===== config.mk =====
export PLATFORM = sky130hd
export DESIGN_NAME = controlUnit
export DESIGN_NICKNAME = d
export VERILOG_FILES = /design/src/source/isaPkg.sv /design/src/source/controlPkg.sv /design/src/source/fetchSequencer.sv /design/src/source/operandSelect.sv /design/src/source/executeDecoder.sv /design/src/source/writebackSelect.sv /design/src/source/controlUnit.sv
export SDC_FILE = /design/constraint.sdc
export NUM_CORES = 1
export LEC_CHECK = 0
export ABC_AREA = 1
export ABC_CLOCK_PERIOD_IN_PS = 5500
export BUFFER_PORTS_ARGS = -buffer_cell sky130_fd_sc_hd__buf_2
export CAP_MARGIN = 10
export CORE_MARGIN = 4
export CORE_UTILIZATION = 44
export CTS_BUF_LIST = sky130_fd_sc_hd__clkbuf_2 sky130_fd_sc_hd__clkbuf_4 sky130_fd_sc_hd__clkbuf_8
export CTS_CLUSTER_SIZE = 20
export DETAILED_ROUTE_END_ITERATION = 16
export PLACE_DENSITY_LB_ADDON = 0.12
export SLEW_MARGIN = 5
export SYNTH_ARGS = -nofsm -noshare
export SYNTH_HDL_FRONTEND = slang
export SYNTH_SLANG_ARGS = --single-unit

===== constraint.sdc =====
create_clock -name clock -period 5.5 [get_ports clock]
set_input_delay 0.275 -clock clock [delete_from_list [all_inputs] [get_ports clock]]
set_output_delay 0.275 -clock clock [all_outputs]
set_load 0.1 [all_outputs]

===== src/source/isaPkg.sv =====
package isaPkg;

    typedef enum logic [3:0] {
        opAnd = 4'd0,
        opOr  = 4'd1,
        opNot = 4'd2,
        opAdd = 4'd3,
        opSub = 4'd4,
        opLsr = 4'd5,
        opLsl = 4'd6,
        opInc = 4'd7,
        opDec = 4'd8,
        opBra = 4'd9,
        opBne = 4'd10,
        opMov = 4'd11,
        opLd  = 4'd12,
        opSt  = 4'd13   // 14 and 15 unused
    } opcode_t;

    // Top bit ignored, 0-3 are R1-R4
    typedef struct packed {
        logic       spare;
        logic [2:0] number;
    } regField_t;

    typedef struct packed {
        opcode_t   opcode;
        regField_t destination;
        regField_t source1;
        regField_t source2;
    } registerFormat_t;

    typedef struct packed {
        opcode_t    opcode;
        logic       reserved;
        logic       directMode;  // 1 = direct
        logic [1:0] regSelect;   // R1-R4
        logic [7:0] address;
    } addressFormat_t;

    typedef union packed {
        registerFormat_t registerFormat;
        addressFormat_t  addressFormat;
    } instrWord_t;

    localparam logic [2:0] firstAddressReg = 3'd4;
    localparam logic [2:0] regNumSp = 3'd4;
    localparam logic [2:0] regNumAr = 3'd5;
    localparam logic [2:0] regNumPc = 3'd6;  // 7 also maps to PC

endpackage


===== src/source/controlPkg.sv =====
package controlPkg;

    typedef enum logic [1:0] {
        stepT0 = 2'd0,
        stepT1 = 2'd1,
        stepT2 = 2'd2,
        stepT3 = 2'd3
    } step_t;

    typedef enum logic [1:0] {
        wfLoad      = 2'b01,
        wfDecrement = 2'b10,
        wfIncrement = 2'b11
    } writeFunction_t;

    typedef enum logic [1:0] {
        srcAlu    = 2'd0,
        srcMemory = 2'd1,
        srcIr     = 2'd2   // Low IR byte
    } writeSource_t;

    typedef enum logic [3:0] {
        aluPassA = 4'b0000,
        aluPassB = 4'b0001,
        aluNotA  = 4'b0010,
        aluAdd   = 4'b0100,
        aluSub   = 4'b0101,
        aluAnd   = 4'b0111,
        aluOr    = 4'b1000,
        aluLsl   = 4'b1011,
        aluLsr   = 4'b1100
    } aluFunction_t;

    localparam logic [2:0] rfReadR1 = 3'b100;
    localparam logic [2:0] rfReadR2 = 3'b101;
    localparam logic [2:0] rfReadR3 = 3'b110;
    localparam logic [2:0] rfReadR4 = 3'b111;

    // Address register file read codes, shared by ports C and D
    localparam logic [1:0] arfReadAr = 2'b00;
    localparam logic [1:0] arfReadSp = 2'b01;
    localparam logic [1:0] arfReadPc = 2'b11;

    localparam logic [3:0] regSelPc = 4'b1000;
    localparam logic [3:0] regSelAr = 4'b0100;
    localparam logic [3:0] regSelSp = 4'b0010;

    localparam logic [1:0] muxAAlu    = 2'b00;
    localparam logic [1:0] muxAMemory = 2'b01;
    localparam logic [1:0] muxAIr     = 2'b10;
    localparam logic [1:0] muxAArfOut = 2'b11;

    localparam logic [1:0] muxBAlu    = 2'b00;
    localparam logic [1:0] muxBArfOut = 2'b01;
    localparam logic [1:0] muxBIr     = 2'b10;
    localparam logic [1:0] muxBMemory = 2'b11;

    localparam logic muxCRegFile    = 1'b0;
    localparam logic muxCAddressReg = 1'b1;

    localparam int zeroFlagBit = 3;

endpackage


===== src/source/fetchSequencer.sv =====
`timescale 1ns/1ps

module fetchSequencer (
    input  logic              clock,
    input  logic              reset,
    output controlPkg::step_t step,
    output logic              pcAdvance,
    output logic              IR_Enable,
    output logic              IR_LH
);
    import controlPkg::*;

    logic started;
    logic fetching;

    // First clock after reset only arms the counter, so T0 is a real fetch
    always_ff @(posedge clock) begin
        if (reset) begin
            step <= stepT0;
            started <= 1'b0;
        end else begin
            started <= 1'b1;
            if (started) begin
                step <= step_t'(step + 2'd1);  // Wraps T3 -> T0
            end
        end
    end

    assign fetching = started && (step == stepT0 || step == stepT1);

    assign IR_Enable = fetching;
    assign IR_LH = (step == stepT1);   // Low byte then high byte
    assign pcAdvance = fetching;

endmodule


===== src/source/operandSelect.sv =====
`timescale 1ns/1ps

module operandSelect (
    input  isaPkg::instrWord_t irWord,
    input  logic               readA,
    input  logic               readB,
    input  logic               orderedOperands,
    output logic [2:0]         RF_OutASel,
    output logic [2:0]         RF_OutBSel,
    output logic [1:0]         ARF_OutCSel,
    output logic               MuxCSel
);
    import isaPkg::*;
    import controlPkg::*;

    logic [2:0] source1;
    logic [2:0] source2;
    logic       swap;
    logic [2:0] portA;
    logic [2:0] portB;

    function automatic logic [2:0] rfReadCode(input logic [1:0] index);
        case (index)
            2'd0: return rfReadR1;
            2'd1: return rfReadR2;
            2'd2: return rfReadR3;
            default: return rfReadR4;
        endcase
    endfunction

    assign source1 = irWord.registerFormat.source1.number;
    // ST names its register in the address format
    assign source2 = (irWord.addressFormat.opcode == opSt)
                   ? {1'b0, irWord.addressFormat.regSelect}
                   : irWord.registerFormat.source2.number;

    assign swap = orderedOperands && (source2 > source1);  // Larger number on port A
    assign portA = swap ? source2 : source1;
    assign portB = swap ? source1 : source2;

    always_comb begin
        RF_OutASel = rfReadR1;
        RF_OutBSel = rfReadR1;
        ARF_OutCSel = arfReadPc;
        MuxCSel = muxCRegFile;
        if (readA) begin
            if (portA < firstAddressReg) begin
                RF_OutASel = rfReadCode(portA[1:0]);
            end else begin
                MuxCSel = muxCAddressReg;
                case (portA)
                    regNumSp: ARF_OutCSel = arfReadSp;
                    regNumAr: ARF_OutCSel = arfReadAr;
                    default:  ARF_OutCSel = arfReadPc;
                endcase
            end
        end
        if (readB) begin
            RF_OutBSel = rfReadCode(portB[1:0]);   // R1-R4 only
        end
    end

endmodule


===== src/source/executeDecoder.sv =====
`timescale 1ns/1ps

module executeDecoder (
    input  controlPkg::step_t          step,
    input  isaPkg::instrWord_t         irWord,
    input  logic [3:0]                 aluFlags,
    output logic [3:0]                 ALU_FunSel,
    output logic [1:0]                 ARF_OutDSel,
    output logic                       Mem_WR,
    output logic                       readA,
    output logic                       readB,
    output logic                       orderedOperands,
    output logic                       writeEnable,
    output isaPkg::regField_t          writeTarget,
    output controlPkg::writeFunction_t writeFunction,
    output controlPkg::writeSource_t   writeSource
);
    import isaPkg::*;
    import controlPkg::*;

    opcode_t   opcode;
    regField_t destination;
    regField_t selectedReg;
    regField_t arTarget;
    regField_t pcTarget;
    logic      directMode;
    logic      zeroFlag;
    logic      executing;

    function automatic aluFunction_t aluFunctionFor(input opcode_t op);
        case (op)
            opAnd: return aluAnd;
            opOr:  return aluOr;
            opNot: return aluNotA;
            opAdd: return aluAdd;
            opSub: return aluSub;
            opLsr: return aluLsr;
            opLsl: return aluLsl;
            default: return aluPassA;  // MOV
        endcase
    endfunction

    assign opcode = irWord.registerFormat.opcode;
    assign destination = irWord.registerFormat.destination;
    assign directMode = irWord.addressFormat.directMode;
    assign selectedReg = '{spare: 1'b0, number: {1'b0, irWord.addressFormat.regSelect}};
    assign arTarget = '{spare: 1'b0, number: regNumAr};
    assign pcTarget = '{spare: 1'b0, number: regNumPc};
    assign zeroFlag = aluFlags[zeroFlagBit];
    assign executing = (step == stepT2) || (step == stepT3);

    // Memory address comes from AR only in the last step of LD and ST
    assign ARF_OutDSel = ((opcode == opLd || opcode == opSt) && step == stepT3)
                       ? arfReadAr : arfReadPc;

    always_comb begin
        ALU_FunSel = aluPassA;
        Mem_WR = 1'b0;
        readA = 1'b0;
        readB = 1'b0;
        orderedOperands = 1'b0;
        writeEnable = 1'b0;
        writeTarget = destination;
        writeFunction = wfLoad;
        writeSource = srcAlu;
        if (executing) begin
            case (opcode)
                opAnd, opOr, opNot, opAdd, opSub, opLsr, opLsl, opMov: begin
                    if (step == stepT2) begin
                        readA = 1'b1;
                        readB = opcode inside {opAnd, opOr, opAdd, opSub};
                        orderedOperands = opcode inside {opAnd, opOr, opAdd};
                        ALU_FunSel = aluFunctionFor(opcode);
                        writeEnable = 1'b1;
                    end
                end
                opInc, opDec: begin
                    writeEnable = 1'b1;
                    if (step == stepT2) begin
                        readA = 1'b1;  // Copy source1 first
                    end else begin
                        writeFunction = (opcode == opInc) ? wfIncrement : wfDecrement;
                    end
                end
                opBra, opBne: begin
                    // BNE falls through when Z is set
                    if (step == stepT2 && (opcode == opBra || !zeroFlag)) begin
                        writeEnable = 1'b1;
                        writeTarget = pcTarget;
                        writeSource = srcIr;
                    end
                end
                opLd: begin
                    if (step == stepT2) begin
                        writeEnable = 1'b1;
                        writeTarget = directMode ? arTarget : selectedReg;
                        writeSource = srcIr;
                    end else if (directMode) begin
                        writeEnable = 1'b1;
                        writeTarget = selectedReg;
                        writeSource = srcMemory;
                    end
                end
                opSt: begin
                    if (step == stepT2) begin
                        writeEnable = 1'b1;
                        writeTarget = arTarget;
                        writeSource = srcIr;
                    end else begin
                        readB = 1'b1;
                        ALU_FunSel = aluPassB;
                        Mem_WR = 1'b1;
                    end
                end
                default: begin
                end
            endcase
        end
    end

endmodule


===== src/source/writebackSelect.sv =====
`timescale 1ns/1ps

module writebackSelect (
    input  logic                       pcAdvance,
    input  logic                       writeEnable,
    input  isaPkg::regField_t          writeTarget,
    input  controlPkg::writeFunction_t writeFunction,
    input  controlPkg::writeSource_t   writeSource,
    output logic [3:0]                 RF_RSel,
    output logic [1:0]                 RF_FunSel,
    output logic [3:0]                 ARF_RegSel,
    output logic [1:0]                 ARF_FunSel,
    output logic [1:0]                 MuxASel,
    output logic [1:0]                 MuxBSel
);
    import isaPkg::*;
    import controlPkg::*;

    logic [2:0] targetNumber;

    assign targetNumber = writeTarget.number;

    always_comb begin
        RF_RSel = 4'b0000;
        RF_FunSel = wfLoad;
        ARF_RegSel = 4'b0000;
        ARF_FunSel = wfLoad;
        MuxASel = muxAAlu;
        MuxBSel = muxBAlu;
        if (pcAdvance) begin
            ARF_RegSel = regSelPc;
            ARF_FunSel = wfIncrement;
        end else if (writeEnable) begin
            if (targetNumber < firstAddressReg) begin
                RF_RSel = 4'b1000 >> targetNumber[1:0];  // R1 is the MSB
                RF_FunSel = writeFunction;
                case (writeSource)
                    srcMemory: MuxASel = muxAMemory;
                    srcIr:     MuxASel = muxAIr;
                    default:   MuxASel = muxAAlu;
                endcase
            end else begin
                case (targetNumber)
                    regNumSp: ARF_RegSel = regSelSp;
                    regNumAr: ARF_RegSel = regSelAr;
                    default:  ARF_RegSel = regSelPc;
                endcase
                ARF_FunSel = writeFunction;
                case (writeSource)
                    srcMemory: MuxBSel = muxBMemory;
                    srcIr:     MuxBSel = muxBIr;
                    default:   MuxBSel = muxBAlu;
                endcase
            end
        end
    end

endmodule


===== src/source/controlUnit.sv =====
`timescale 1ns/1ps

module controlUnit (
    input  logic               clock,
    input  logic               reset,
    input  isaPkg::instrWord_t irWord,
    input  logic [3:0]         aluFlags,
    output logic [2:0]         RF_OutASel,
    output logic [2:0]         RF_OutBSel,
    output logic [1:0]         RF_FunSel,
    output logic [3:0]         RF_RSel,
    output logic [3:0]         ALU_FunSel,
    output logic [1:0]         ARF_OutCSel,
    output logic [1:0]         ARF_OutDSel,
    output logic [1:0]         ARF_FunSel,
    output logic [3:0]         ARF_RegSel,
    output logic               IR_LH,
    output logic               IR_Enable,
    output logic               Mem_WR,
    output logic [1:0]         MuxASel,
    output logic [1:0]         MuxBSel,
    output logic               MuxCSel
);
    import isaPkg::*;
    import controlPkg::*;

    step_t          step;
    logic           pcAdvance;
    logic           readA;
    logic           readB;
    logic           orderedOperands;
    logic           writeEnable;
    regField_t      writeTarget;
    writeFunction_t writeFunction;
    writeSource_t   writeSource;

    fetchSequencer fetchSequencer_i (
        .clock(clock),
        .reset(reset),
        .step(step),
        .pcAdvance(pcAdvance),
        .IR_Enable(IR_Enable),
        .IR_LH(IR_LH)
    );

    executeDecoder executeDecoder_i (
        .step(step),
        .irWord(irWord),
        .aluFlags(aluFlags),
        .ALU_FunSel(ALU_FunSel),
        .ARF_OutDSel(ARF_OutDSel),
        .Mem_WR(Mem_WR),
        .readA(readA),
        .readB(readB),
        .orderedOperands(orderedOperands),
        .writeEnable(writeEnable),
        .writeTarget(writeTarget),
        .writeFunction(writeFunction),
        .writeSource(writeSource)
    );

    operandSelect operandSelect_i (
        .irWord(irWord),
        .readA(readA),
        .readB(readB),
        .orderedOperands(orderedOperands),
        .RF_OutASel(RF_OutASel),
        .RF_OutBSel(RF_OutBSel),
        .ARF_OutCSel(ARF_OutCSel),
        .MuxCSel(MuxCSel)
    );

    writebackSelect writebackSelect_i (
        .pcAdvance(pcAdvance),
        .writeEnable(writeEnable),
        .writeTarget(writeTarget),
        .writeFunction(writeFunction),
        .writeSource(writeSource),
        .RF_RSel(RF_RSel),
        .RF_FunSel(RF_FunSel),
        .ARF_RegSel(ARF_RegSel),
        .ARF_FunSel(ARF_FunSel),
        .MuxASel(MuxASel),
        .MuxBSel(MuxBSel)
    );

endmodule


Word-level counts from Yosys, hierarchy flattened
Index checks and enable logic that the tools add are counted.
{ "word_totals": {"reg_bits": 3, "ram_bits": 0, "word_cells": 127, "output_inout_bits": 34, "n_memories": 0, "inputBits": 22, "latch_bits": 0, "romBits": 0} }
{ "classes": {"addsub": 1, "muxes": 74, "bitwise": 0, "div_mod_pow": 0, "n_reduce_logical": 20, "eq_ne": 26, "n_shift": 1, "order_cmp": 3, "multipliers": 0} }
{ "op_table": {"columns": ["cell", "n"], "rows": [
  ["2-bit two-way mux", 23],
  ["4-bit two-way mux", 8],
  ["3-bit two-way mux", 10],
  ["4-bit one-hot mux with 7 select lines", 1],
  ["4-bit == test, second input constant", 6],
  ["1-bit two-way mux", 21],
  ["2-bit one-hot mux with 3 select lines", 3],
  ["4-bit by 3-bit == test with 1-bit output, second input constant", 4],
  ["4-bit one-hot mux with 2 select lines", 2],
  ["3-bit == test, second input constant", 4],
  ["2-bit one-hot mux with 2 select lines", 3],
  ["2-bit == test, second input constant", 5],
  ["10-bit OR reduction", 1],
  ["3-bit one-hot mux with 3 select lines", 1],
  ["9-bit OR reduction", 1],
  ["2-bit by 1-bit == test with 1-bit output, second input constant", 4],
  ["4-bit by 2-bit == test with 1-bit output, second input constant", 2],
  ["8-bit OR reduction", 1],
  ["2-bit logical NOT", 3],
  ["3-bit < comparator, second input constant", 2],
  ["4-bit by 1-bit == test with 1-bit output, second input constant", 1],
  ["1-bit logical AND", 4],
  ["4-bit logical NOT", 1],
  ["1-bit logical OR", 4],
  ["9 further kinds", 10]
]} }

Depth between registers and ports, before layout
Gate-level depths: netlist (run 1).
{ "logic_depth": {"depth_word": 11, "ltp_mapped": 15, "ltp_nobuf": 14} }

Hierarchy
From an unflattened synthesis (run 1), not the netlist that was laid out.
{ "unflattened": {"hier_cells": 202, "hier_area_um2": 1052.3} }
{ "modules_own_cells": {"columns": ["module", "seq_area_each_um2", "n_inst", "area_per_inst_um2", "cells_each"], "rows": [
  ["executeDecoder", 0.0, 1, 401.6, 85],
  ["operandSelect", 0.0, 1, 331.6, 62],
  ["writebackSelect", 0.0, 1, 173.9, 36],
  ["fetchSequencer", 60.1, 1, 145.1, 19]
]} }

Worst setup path after synthesis (run 1)
OpenSTA, ideal clock, no wires.
{ "synth_path": {"path_kind": "register -> output", "startpoint": "register fetchSequencer_i.step[0]", "endpoint": "output ALU_FunSel[1]", "t_arrival_ns": 5.555, "path_slack_ns": -0.330, "path_stages_with_launch": 6, "path_buffers": 1, "required_time_ns": 5.225, "path_cell_list": "dfxtp_1 -> inv_1 -> ha_1 -> buf_2 -> inv_2 -> a2111oi_0"} }
{ "synth_between": {"elab_chain_cells": 4, "elab_cells_between_ends": 6, "classes_between": "eq/ne (2); mux (3); reduce/logical (1)"} }
{ "synth_lines": {"columns": ["element", "line", "source"], "rows": [
  ["start, declared", "fetchSequencer.sv:6", "output controlPkg::step_t step,"],
  ["start signal, assigned", "fetchSequencer.sv:19", "step <= stepT0;"],
  ["start signal, assigned", "fetchSequencer.sv:24", "step <= step_t'(step + 2'd1);"],
  ["2-bit == test", "executeDecoder.sv:50, executeDecoder.sv:69", null],
  ["4-bit two-way mux", "executeDecoder.sv:69", "if (step == stepT2) begin"],
  ["4-bit one-hot mux with 2 select lines", "executeDecoder.sv:67", "case (opcode)"],
  ["4-bit two-way mux (*)", "executeDecoder.sv:66", "if (executing) begin"],
  ["end, declared", "controlUnit.sv:12", "output logic [3:0] ALU_FunSel,"]
]} }
Mark *: on every way between the ends. The rest lies on a longest branch, timed or not.

Worst setup path after layout (run 1)
{ "layout_path": {"startpoint": "input irWord[13] (netlist name)", "endpoint": "output RF_OutASel[1]"} }
{ "layout_between": {"elab_chain_cells": 11, "elab_cells_between_ends": 30, "classes_between": "order compare (2); eq/ne (12); mux (10); reduce/logical (6)"} }
{ "layout_lines": {"columns": ["element", "line", "source"], "rows": [
  ["start, declared", "controlUnit.sv:6", "input isaPkg::instrWord_t irWord,"],
  ["4-bit by 1-bit == test with 1-bit output (tied with other cells)", "executeDecoder.sv:67, executeDecoder.sv:72", null],
  ["3-bit nonzero test", "executeDecoder.sv:72", "orderedOperands = opcode inside {opAnd, opOr, opAdd};"],
  ["1-bit two-way mux", "executeDecoder.sv:69", null],
  ["1-bit two-way mux", "executeDecoder.sv:67", null],
  ["1-bit two-way mux", "executeDecoder.sv:66", null],
  ["1-bit logical AND", "operandSelect.sv:37", "assign swap = orderedOperands && (source2 > source1);"],
  ["3-bit two-way mux", "operandSelect.sv:38", "assign portA = swap ? source2 : source1;"],
  ["2-bit == test (tied with other cells)", "operandSelect.sv:23", "case (index)"],
  ["2-bit one-hot mux with 3 select lines", "operandSelect.sv:23", null],
  ["3-bit two-way mux", "operandSelect.sv:47", "if (portA < firstAddressReg) begin"],
  ["3-bit two-way mux (*)", "operandSelect.sv:46", "if (readA) begin"],
  ["end, declared", "controlUnit.sv:8", "output logic [2:0] RF_OutASel,"]
]} }
Marks and branches as above.

==> run_results.csv, run 1 <==
group,metric,value,unit
clock_tree,cts_sinks,3,
worst_hold_path,hold_class,"input pin to register",
timing,fin_crit,2.91,ns
finish,finalNetCount,269,
floorplan,die_width,58.4,µm
timing,fin_ws,2.59,ns
timing,worstMarginPinSlew,0.617,ns
run_status,status,"complete, no violations",
timing,max_slew_margin,58.5,%
clock_tree,cts_setup_buffers,0,
grt,grt_most_used_layer,"met2",
clock_tree,cts_max_level,1,
timing,fmax,343,MHz
timing,rsz0062_at_grt,"false",
pwr,p_int,0.0830,mW
finish,register_area,60.1,µm²
placed_design,post_dp_cell_area,1330,µm²
placed_design,gp_congestion,0.833,
pwr,switching_power,0.109,mW
grt,met3_usage,1.54,%
finish,drive_gt1_share,36.7,%
finish,fin_util,58.7,%
pwr,ir_drop,117,µV
grt,antenna_found_initial,0,
clock_tree,post_cts_resized,0,
grt,gr-usage-all-layers,16.4,%
floorplan,initial_core_util,48.2,%
route,postRouteAntennaNets,0,
pwr,switching_share,56.7,%
finish,multi_input_area,886,µm²
logic_synthesis,muxShareOfSynthArea,0.896,%
timing,finClkSkew,0.00239,ns
placed_design,portBuffers,46,
grt,grt-ovfl-total,0,
timing,hold_ws,0.212,ns
grt,grt_pass1_wl,4.68,mm
route,drt_iter0_drc,38,
clock_tree,worstSkewPairLatency,0.23,ns
floorplan,row_count,17,
timing,period_share,53.0,%
logic_synthesis,synthSimpleGateAreaFrac,52.7,%
route,avgRoutedWirePerCell,10.2,µm
route,drc,0,
logic_synthesis,synth_xor_area_share,0,%
logic_synthesis,netlist_instances,194,
route,routed_wirelength,2.71,mm
pwr,leakage,0.740,nW
finish,synthToLayoutAreaGrowth,21.7,%
clock_tree,hold_buffers,0,
logic_synthesis,yosysUniqueCellTypes,34,
grt,grt_use_met2,27.4,%
pwr,power_frac_comb,65.0,%
worst_hold_path,min-delay-start,"reset",
timing,finalHoldViolations,0,
timing,setup-tns-final,0,ns
grt,use_met1,23.0,%
floorplan,io_pins,56,
critical_path,critPathArrivalTime,2.64,ns
logic_synthesis,synth_seq_area_share,5.38,%
critical_path,crit_fanout,9,
critical_path,worstSetupPathType,"input pin to output port",
finish,layout.cells.non_filler,265,
clock_tree,root_buffer,"clkbuf_4",
placed_design,hpwlAfterDp,2.34,mm
route,via_per_inst,4.92,
finish,post-route-cell-area,1360,µm²
logic_synthesis,ys_ff_latch,3,
critical_path,r2r_slack,4.45,ns
route,dr.pass1.iters,4,
logic_synthesis,syn_area_per_cell,5.76,µm²
critical_path,cp.required,5.22,ns
logic_synthesis,synth_compound_gate_area_share,14.4,%
critical_path,start_kind,"input pin",
floorplan,dieArea,3410,µm²
pwr,p_total,0.192,mW
critical_path,r2r-end,"fetchSequencer_i.step[1]",
logic_synthesis,synth_top_family_by_area,"simple AND/OR/NAND/NOR gates",
run,max_cap_violations,0,
clock_tree,cts_tree,"done",
placed_design,place_ws,2.59,ns
finish,diodes,0,
clock_tree,clockBufferDepth,2,
logic_synthesis,synthAdderAreaFrac,10.1,%
placed_design,dp_cells,261,
clock_tree,cts_buffers,3,
timing,finalSetupViolCount,0,
critical_path,cp-end-kind,"output port",
logic_synthesis,netlist_area,1120,µm²
logic_synthesis,synth_warnings,0,
floorplan,coreArea,2320,µm²
grt,grt_start_max_net_pins,11,
critical_path,timing.critical_path.from,"irWord[13]",
pwr,clock_power_share,22.1,%
critical_path,r2r_start,"fetchSequencer_i.step[0]",
critical_path,critical_path.endpoint,"RF_OutASel[1]",
grt,grt_pass1_vias,1155,
timing,drv_slew,0,
pwr,seq_power_share,12.8,%
pwr,p_per_area,141,nW/µm²
clock_tree,clkTransAtPathRegs,0.04,ns
finish,nFillCells,261,
critical_path,ff2ff_path_depth,4,
floorplan,die_h,58.4,µm
route,vias,1303,
[routing by layer]
layer	vias to the layer above	routed length, µm
li1	703	-
met1	559	1280
met2	39	1230
met3	2	195
met4	0	4
met5	-	0
[cells by family (layout without fill, tap and decap cells)]
kind of cell	count (synthesis)	count (layout)
mux	1	1
buf+inv	39	81
flops	3	3
compound gates	27	27
fa+ha+maj	9	9
other cells	2	3
simple gates	113	113
[synthesized netlist by cell type]
master	n	share of area (%)
inv_1	22	7.4
nand2_4	1	1.0
o21ai_2	2	1.6
nand3_1	16	7.2
inv_2	7	2.4
a21oi_1	6	2.7
nor3_2	2	1.8
nor3_1	2	0.90
nand3b_1	2	1.3
a2111oi_0	1	0.78
nor2_2	1	0.56
nand2_1	38	13
nand4_1	2	1.1
mux2i_1	1	0.90
o21a_1	1	0.67
o21ai_0	9	4.0
nor3b_2	1	1.1
o21ai_1	4	1.8
o31ai_1	1	0.67
dfxtp_1	3	5.4
a31o_2	1	0.78
nor2_4	3	3.0
nand3b_4	1	1.8
nand2_2	11	6.2
a21oi_2	1	0.78
a211oi_1	1	0.67
ha_1	9	10
buf_2	1	0.45
nor2_1	29	9.7
buf_4	7	4.7
clkinv_2	2	0.90
nand3_2	3	2.7
conb_1	2	0.67
nand3_4	1	1.6
[critical path, cell delays in order]
cell     delay [ns]
buf_2          0.16
inv_2          0.11
nand2_2        0.08
nor2_4         0.15
inv_2          0.09
nand2_1        0.07
o21ai_2        0.07
ha_1           0.29
nand2_1        0.05
o21ai_0        0.22
nand3_2        0.22
o21ai_2        0.23
nor3b_2        0.18
buf_2          0.44
[power groups by stage]
stage | registers (mW) | clock network, mW | logic (mW)
global placement | 0.0249 | 0 | 0.124
global route | 0.0249 | 0.0455 | 0.136
finish | 0.0246 | 0.0424 | 0.125
floorplan | 0.0247 | 0 | 0.106
CTS | 0.0246 | 0.0439 | 0.125
detailed placement | 0.0249 | 0 | 0.125
[worst min-delay path by stage]
| stage | cells after the start | slack, ns | endpoint |
|---|---|---|---|
| final | 2 | 0.21 | fetchSequencer_i.started |
| after global routing | 2 | 0.22 | fetchSequencer_i.started |
| after CTS | 2 | 0.21 | fetchSequencer_i.started |
| after detailed placement | 2 | 0.45 | fetchSequencer_i.started |
| after global placement | 2 | 0.45 | fetchSequencer_i.started |
| after floorplan | 1 | 0.36 | fetchSequencer_i.started |
[placed cells by master, fill, tap and decap left out]
cell type | synthesis | routed
nor2_4 | 3 | 3
a211oi_1 | 1 | 1
nand3b_4 | 1 | 1
nand3_2 | 3 | 3
a2111oi_1 | 0 | 1
nand3_4 | 1 | 1
o31ai_1 | 1 | 1
o21ai_1 | 4 | 4
nor2_1 | 29 | 29
nand2_1 | 38 | 38
nor3b_2 | 1 | 1
ha_1 | 9 | 9
nand2_4 | 1 | 1
nand3_1 | 16 | 16
conb_1 | 2 | 3
clkinv_2 | 2 | 2
nand4_1 | 2 | 2
inv_1 | 22 | 22
dfxtp_1 | 3 | 3
nand2_2 | 11 | 11
a21oi_1 | 6 | 6
nand3b_1 | 2 | 2
o21ai_0 | 9 | 9
buf_2 | 1 | 46
mux2i_1 | 1 | 1
nor2_2 | 1 | 1
o21a_1 | 1 | 1
nor3_1 | 2 | 2
clkbuf_4 | 0 | 4
a31o_2 | 1 | 1
a21oi_2 | 1 | 1
inv_2 | 7 | 7
o21ai_2 | 2 | 2
nor3_2 | 2 | 2
[sequential cells by signal (all words and copies together), names as in the netlist]
| signal | flops |
|---|---|
| fetchSequencer_i.started | 1 |
| fetchSequencer_i.step | 2 |
[cell type report]
type                    count  area share, %
inverters                  31           8.74
repair buffers             46           16.9
clock buffers               4           2.21
multi-input cells         153           65.1
flip-flops and latches      3           4.42
well taps                  28           2.58
Note: power is estimated with default switching activity, not from simulation.
==> inputs of run 2 (changes only) <==
--- a/config.mk
+++ b/config.mk
@@ -5,8 +5,8 @@
 export SDC_FILE = /design/constraint.sdc
 export NUM_CORES = 1
 export LEC_CHECK = 0
-export ABC_AREA = 1
-export ABC_CLOCK_PERIOD_IN_PS = 5500
+export ABC_AREA = 0
+export ABC_CLOCK_PERIOD_IN_PS = 2850
 export BUFFER_PORTS_ARGS = -buffer_cell sky130_fd_sc_hd__buf_2
 export CAP_MARGIN = 10
 export CORE_MARGIN = 4
==> constraint.sdc (replaced) <==
create_clock -name clock -period 2.85 [get_ports clock]
set_input_delay 0.1425 -clock clock [delete_from_list [all_inputs] [get_ports clock]]
set_output_delay 0.1425 -clock clock [all_outputs]
set_load 0.1 [all_outputs]
==> run 2 against run 1 <==
  * Critical endpoint is now ARF_OutCSel[0]
  * Critical path type unchanged
  * Clock power grew 100%
  * Via count is 5.4% lower
  * Sequential cell count is the same
  * Largest power group unchanged
  * First-iteration DRC count shrank 50%
  * Clock skew increased by 0.0024 ns
  * Highest routed layer unchanged
==> run_results.csv, run 2 <==
group,metric,value,unit
floorplan,row_count,17,
grt,grt_pass1_wl,4.89,mm
logic_synthesis,muxShareOfSynthArea,5.98,%
clock_tree,hold_buffers,0,
timing,worstMarginPinSlew,0.603,ns
route,vias,1232,
logic_synthesis,synth_warnings,0,
logic_synthesis,syn_area_per_cell,6.84,µm²
worst_hold_path,hold_class,"input pin to register",
finish,finalNetCount,235,
finish,mostFrequentLayoutCells,"38 x buf_2, 17 x nor2_1, 14 x inv_1",
clock_tree,cts_sinks,3,
logic_synthesis,synthArstFlopShare,0,%
timing,max_slew_margin,59.6,%
grt,grt_pass1_vias,1196,
pwr,p_per_area,246,nW/µm²
clock_tree,cts_max_level,1,
critical_path,start_kind,"input pin",
pwr,ir_drop,320,µV
finish,layout_top_registers,"fetchSequencer_i.step x2, fetchSequencer_i.started x1",
logic_synthesis,ys_ff_latch,3,
critical_path,crit_fanout,9,
floorplan,die_h,56.8,µm
logic_synthesis,ys.flop_type,"dfxtp_1",
route,drt_iter0_drc,19,
finish,diodes,0,
timing,fmax,368,MHz
logic_synthesis,synth_xor_area_share,1.67,%
logic_synthesis,synthSimpleGateAreaFrac,43.2,%
route,via_per_inst,5.33,
clock_tree,cts_tree,"done",
clock_tree,clkTransAtPathRegs,0.04,ns
timing,fin_crit,2.72,ns
logic_synthesis,netlist_area,1050,µm²
floorplan,die_width,56.8,µm
placed_design,hpwlAfterDp,2.46,mm
clock_tree,worstSkewPairLatency,0.24,ns
route,postRouteAntennaNets,0,
clock_tree,cts_buffers,3,
logic_synthesis,synth_top_family_by_area,"simple AND/OR/NAND/NOR gates",
logic_synthesis,synth-edff-count,0,
timing,rsz0062_at_grt,"false",
pwr,leakage,0.724,nW
timing,finalHoldViolations,0,
logic_synthesis,synthAdderAreaFrac,10.8,%
critical_path,cp-end-kind,"output port",
finish,fin_util,69.4,%
grt,antenna_found_initial,0,
critical_path,worstSetupPathType,"input pin to output port",
logic_synthesis,netlist_instances,153,
grt,grt_start_max_net_pins,14,
finish,final_common_cell,"buf_2",
finish,regMostFlops,"fetchSequencer_i.step",
timing,drv_slew,0,
logic_synthesis,yosysUniqueCellTypes,52,
timing,period_share,95.4,%
timing,setup-tns-final,0,ns
critical_path,critPathArrivalTime,2.58,ns
logic_synthesis,yosysMostFrequentCell,"nor2_1",
clock_tree,clockBufferDepth,2,
pwr,p_total,0.382,mW
logic_synthesis,yosysTopAreaCell,"ha_1",
timing,finalSetupViolCount,0,
route,routed_wirelength,3.00,mm
logic_synthesis,synth_seq_area_share,5.74,%
floorplan,coreArea,2230,µm²
grt,gr-usage-all-layers,18.2,%
route,drc,0,
logic_synthesis,ys_top_cells_by_area,"ha_1 11%, nor2_1 7.9%, dfxtp_1 5.7%",
clock_tree,root_buffer,"clkbuf_4",
placed_design,gp_congestion,0.813,
floorplan,dieArea,3220,µm²
finish,largest_reg_flops,2,
logic_synthesis,synth.top_cell.area_share,10.8,%
grt,grt-ovfl-total,0,
floorplan,initial_core_util,46.8,%
finish,synthToLayoutAreaGrowth,48.2,%
floorplan,io_pins,56,
critical_path,cp.required,2.71,ns
logic_synthesis,synth_compound_gate_area_share,19.5,%
route,avgRoutedWirePerCell,13.0,µm
run,max_cap_violations,0,
placed_design,portBuffers,46,
logic_synthesis,synthTopCellsByCount,"22 x nor2_1, 14 x inv_1, 12 x o21ai_0",
route,dr.pass1.iters,4,
finish,drive_gt1_share,44.8,%
run_status,status,"complete, no violations",
timing,finClkSkew,0.00482,ns
-- run 2: cell count changes after synthesis, moves of 4 or more --
cell     previous run  this run
inv_1              22        14
nor3_1              2         6
nor2_1             29        22
inv_2               7         1
nand2_2            11         0
nor2b_1             0         6
nand3_1            16         6
nand2_1            38         9
-- run 2: layout make-up --
class | count | area [µm²]
clock buffer | 4 | 30.0
timing repair buffer | 55 | 409
inverter | 15 | 56.3
sequential | 3 | 60.1
fill | 195 | 683
multi-input combinational | 126 | 960
tap | 28 | 35.0
-- run 2: report_power, final --
group	total, mW	leakage (nW)	switching [mW]	internal, mW
registers	0.0499	0.0250	0.00403	0.0459
clock network	0.0861	0.0184	0.0241	0.0621
logic	0.246	0.681	0.177	0.0694
-- run 2: cells by family after synthesis --
group / after synthesis
adders and majority gates: 9
xor gates and xnor gates: 2
AOI/OAI and AO/OA: 31
DFF: 3
other: 2
muxes: 6
and+or+nand+nor: 75
buffers and inverters: 25
-- run 2: routing by layer --
metal	global-route usage [%]	wire, µm
met2	32.8	1510
met4	6.29	37
met5	0	0
met1	22.1	1310
met3	1.84	146
-- run 2: repair_timing --
| action | in CTS | in global routing |
|---|---|---|
| setup endpoints to repair | 0 | 11 |
| buffers inserted | 0 | 0 |
| resized for setup | 0 | 6 |
-- run 2: per-stage QoR --
| stage | worst slack [ns] | cell area, µm² | hold slack (ns) | cells |
|---|---|---|---|---|
| floorplan | -0.422 | 1140 | 0.199 | 154 |
| global placement | 0.0990 | 1500 | 0.321 | 227 |
| detailed placement | 0.0260 | 1500 | 0.332 | 227 |
| CTS | 0.0117 | 1530 | 0.0824 | 231 |
| global route | 0.00522 | 1550 | 0.0989 | 231 |
| finish | 0.132 | 1550 | 0.0892 | 231 |
-- run 2: worst paths after layout --
kind / start / slack, ns / depth (start not counted) / endpoint
worst max-delay path: irWord[14] / 0.13 / 11 / ARF_OutCSel[0]
worst min register to register: fetchSequencer_i.started / 0.56 / 2 / fetchSequencer_i.step[0]
worst min-delay path: reset / 0.09 / 2 / fetchSequencer_i.step[1]
worst max register to register: fetchSequencer_i.step[0] / 1.80 / 4 / fetchSequencer_i.step[1]
-- run 2: worst max-delay path, cell delays in order --
cell and delay (ns):
buf_2 0.11, and2_1 0.17, nand2_2 0.12, mux2_2 0.39, ha_1 0.29, a311o_1 0.39
a211oi_4 0.23, buf_6 0.19, mux2i_1 0.22, nand3_2 0.12, buf_12 0.19
==> inputs of run 3 (changes only) <==
--- a/config.mk
+++ b/config.mk
@@ -6,11 +6,11 @@
 export NUM_CORES = 1
 export LEC_CHECK = 0
 export ABC_AREA = 0
-export ABC_CLOCK_PERIOD_IN_PS = 2850
+export ABC_CLOCK_PERIOD_IN_PS = 2300
 export BUFFER_PORTS_ARGS = -buffer_cell sky130_fd_sc_hd__buf_2
 export CAP_MARGIN = 10
 export CORE_MARGIN = 4
-export CORE_UTILIZATION = 44
+export CORE_UTILIZATION = 42
 export CTS_BUF_LIST = sky130_fd_sc_hd__clkbuf_2 sky130_fd_sc_hd__clkbuf_4 sky130_fd_sc_hd__clkbuf_8
 export CTS_CLUSTER_SIZE = 20
 export DETAILED_ROUTE_END_ITERATION = 16
==> constraint.sdc (replaced) <==
create_clock -name clock -period 2.3 [get_ports clock]
set_input_delay 0.115 -clock clock [delete_from_list [all_inputs] [get_ports clock]]
set_output_delay 0.115 -clock clock [all_outputs]
set_load 0.1 [all_outputs]
==> run 3 against run 2 <==
  * The flow now finishes with violations (negative setup slack)
  * Die area is 4.1% higher
  * Sequential power is 27% higher
  * Sequential cell count stayed put
  * Critical path type unchanged
  * Critical endpoint unchanged
  * Highest routed layer unchanged
==> run_results.csv, run 3 (same netlist as run 2, synthesis figures left out) <==
group,metric,value,unit
run_status,status,"finished with violations",
run_status,violations,"negative setup slack",
finish,regMostFlops,"fetchSequencer_i.step",
timing,max_slew_margin,60.8,%
worst_hold_path,hold_class,"input pin to register",
route,drc,0,
grt,antenna_found_initial,0,
grt,gr-usage-all-layers,34.8,%
critical_path,r2r_start,"fetchSequencer_i.step[1]",
timing,fin_ws,-0.244,ns
pwr,p_per_area,285,nW/µm²
floorplan,die_h,57.9,µm
critical_path,r2r-end,"fetchSequencer_i.step[1]",
finish,layout_top_registers,"fetchSequencer_i.step x2, fetchSequencer_i.started x1",
timing,worstMarginPinSlew,0.582,ns
clock_tree,clockBufferDepth,2,
pwr,leakage,0.918,nW
timing,finalHoldViolations,0,
route,dr.pass1.iters,7,
floorplan,io_pins,56,
floorplan,die_width,57.9,µm
run,max_cap_violations,0,
clock_tree,cts_sinks,3,
critical_path,cp-end-kind,"output port",
timing,drv_slew,0,
placed_design,hpwlAfterDp,3.16,mm
timing,fin_crit,2.54,ns
critical_path,critPathArrivalTime,2.43,ns
route,via_per_inst,7.09,
finish,largest_reg_flops,2,
critical_path,critical_path.endpoint,"ARF_OutCSel[0]",
critical_path,ff2ff_path_depth,5,
timing,hold_ws,0.0793,ns
clock_tree,clkTransAtPathRegs,0.04,ns
grt,grt_pass1_wl,8.77,mm
worst_hold_path,min-delay-start,"reset",
critical_path,start_kind,"input pin",
timing,rsz0062_at_grt,"true",
placed_design,dp_cells,242,
timing,finalSetupViolCount,18,
clock_tree,worstSkewPairLatency,0.25,ns
placed_design,gp_congestion,0.848,
clock_tree,root_buffer,"clkbuf_4",
pwr,ir_drop,400,µV
critical_path,worstSetupPathType,"input pin to output port",
finish,final_common_cell,"buf_4",
floorplan,dieArea,3350,µm²
critical_path,timing.critical_path.from,"irWord[13]",
timing,period_share,111,%
grt,grt_pass1_vias,1732,
clock_tree,cts_tree,"done",
route,drt_iter0_drc,160,
finish,drive_gt1_share,63.7,%
route,postRouteAntennaNets,0,
timing,finClkSkew,0.00382,ns
placed_design,portBuffers,46,
route,vias,1800,
route,avgRoutedWirePerCell,27.8,µm
finish,mostFrequentLayoutCells,"30 x buf_4, 21 x buf_2, 21 x buf_12",
floorplan,initial_core_util,45.5,%
finish,finalNetCount,258,
finish,diodes,0,
placed_design,place_ws,-0.210,ns
finish,synthToLayoutAreaGrowth,112,%
route,routed_wirelength,7.07,mm
floorplan,coreArea,2300,µm²
critical_path,cp.required,2.18,ns
grt,grt-ovfl-total,0,
clock_tree,cts_buffers,3,
clock_tree,cts_max_level,1,
critical_path,crit_fanout,6,
critical_path,r2r_slack,0.99,ns
timing,fmax,393,MHz
floorplan,row_count,17,
finish,layout.cells.non_filler,254,
grt,grt_start_max_net_pins,14,
run 3: worst min-delay path by stage:
stage               cells past startpoint                        to  slack, ns
floorplan                               1  fetchSequencer_i.started       0.17
global placement                        2  fetchSequencer_i.started       0.29
detailed placement                      2  fetchSequencer_i.step[0]       0.31
CTS                                     2  fetchSequencer_i.started       0.06
global route                            2  fetchSequencer_i.started       0.07
finish                                  2  fetchSequencer_i.started       0.08
run 3: cell type report:
cell class,instances,area (µm²)
Fill cell,44,81.3
Inverter,15,58.8
Multi-Input combinational cell,126,1210
Clock buffer,4,30.0
Timing Repair Buffer,78,818
Tap cell,28,35.0
Sequential cell,3,62.6
run 3: critical path: stages:
cell	delay [ns]
buf_6	0.11
nor2b_4	0.15
nand2_4	0.08
buf_4	0.15
nand2_2	0.09
inv_2	0.06
ha_1	0.32
a311o_1	0.30
a211oi_2	0.27
buf_6	0.20
mux2i_4	0.27
nand3_4	0.10
buf_12	0.20
run 3: repair_timing:
action | in CTS | in global routing
endpoints found under the setup margin | 17 | 21
buffers inserted | 4 | 3
gates cloned | 1 | 0
gates resized for setup | 26 | 6
hold buffers | 0 | 0
hold endpoints to repair | 0 | 0
pin swaps | 4 | 10
run 3: where the power goes:
group          switching, mW  internal (mW)  total [mW]  leakage [nW]
registers            0.00588         0.0575      0.0634        0.0256
clock network         0.0376         0.0774       0.115        0.0184
logic                  0.303          0.149       0.453         0.873
total                  0.347          0.284       0.631         0.918
run 3: routing by layer:
| metal | track usage [%] | vias up | wire, µm |
|---|---|---|---|
| li1 | - | 671 | - |
| met1 | 31.7 | 825 | 2160 |
| met2 | 63.2 | 212 | 3240 |
| met3 | 9.13 | 92 | 804 |
| met4 | 29.8 | 0 | 859 |
| met5 | 0 | - | 0 |
run 3: metrics by stage:
step / TNS (ns) / utilization [%] / total power [mW] / instance area, µm²
floorplan: -1.80 / - / 0.332 / 1340
global placement: -0.483 / 87.1 / 0.424 / 2000
detailed placement: -1.09 / 87.1 / 0.436 / 2000
CTS: -0.666 / 94.3 / 0.573 / 2170
global route: -4.04 / 96.5 / 0.646 / 2220
finish: -1.99 / 96.5 / 0.631 / 2220
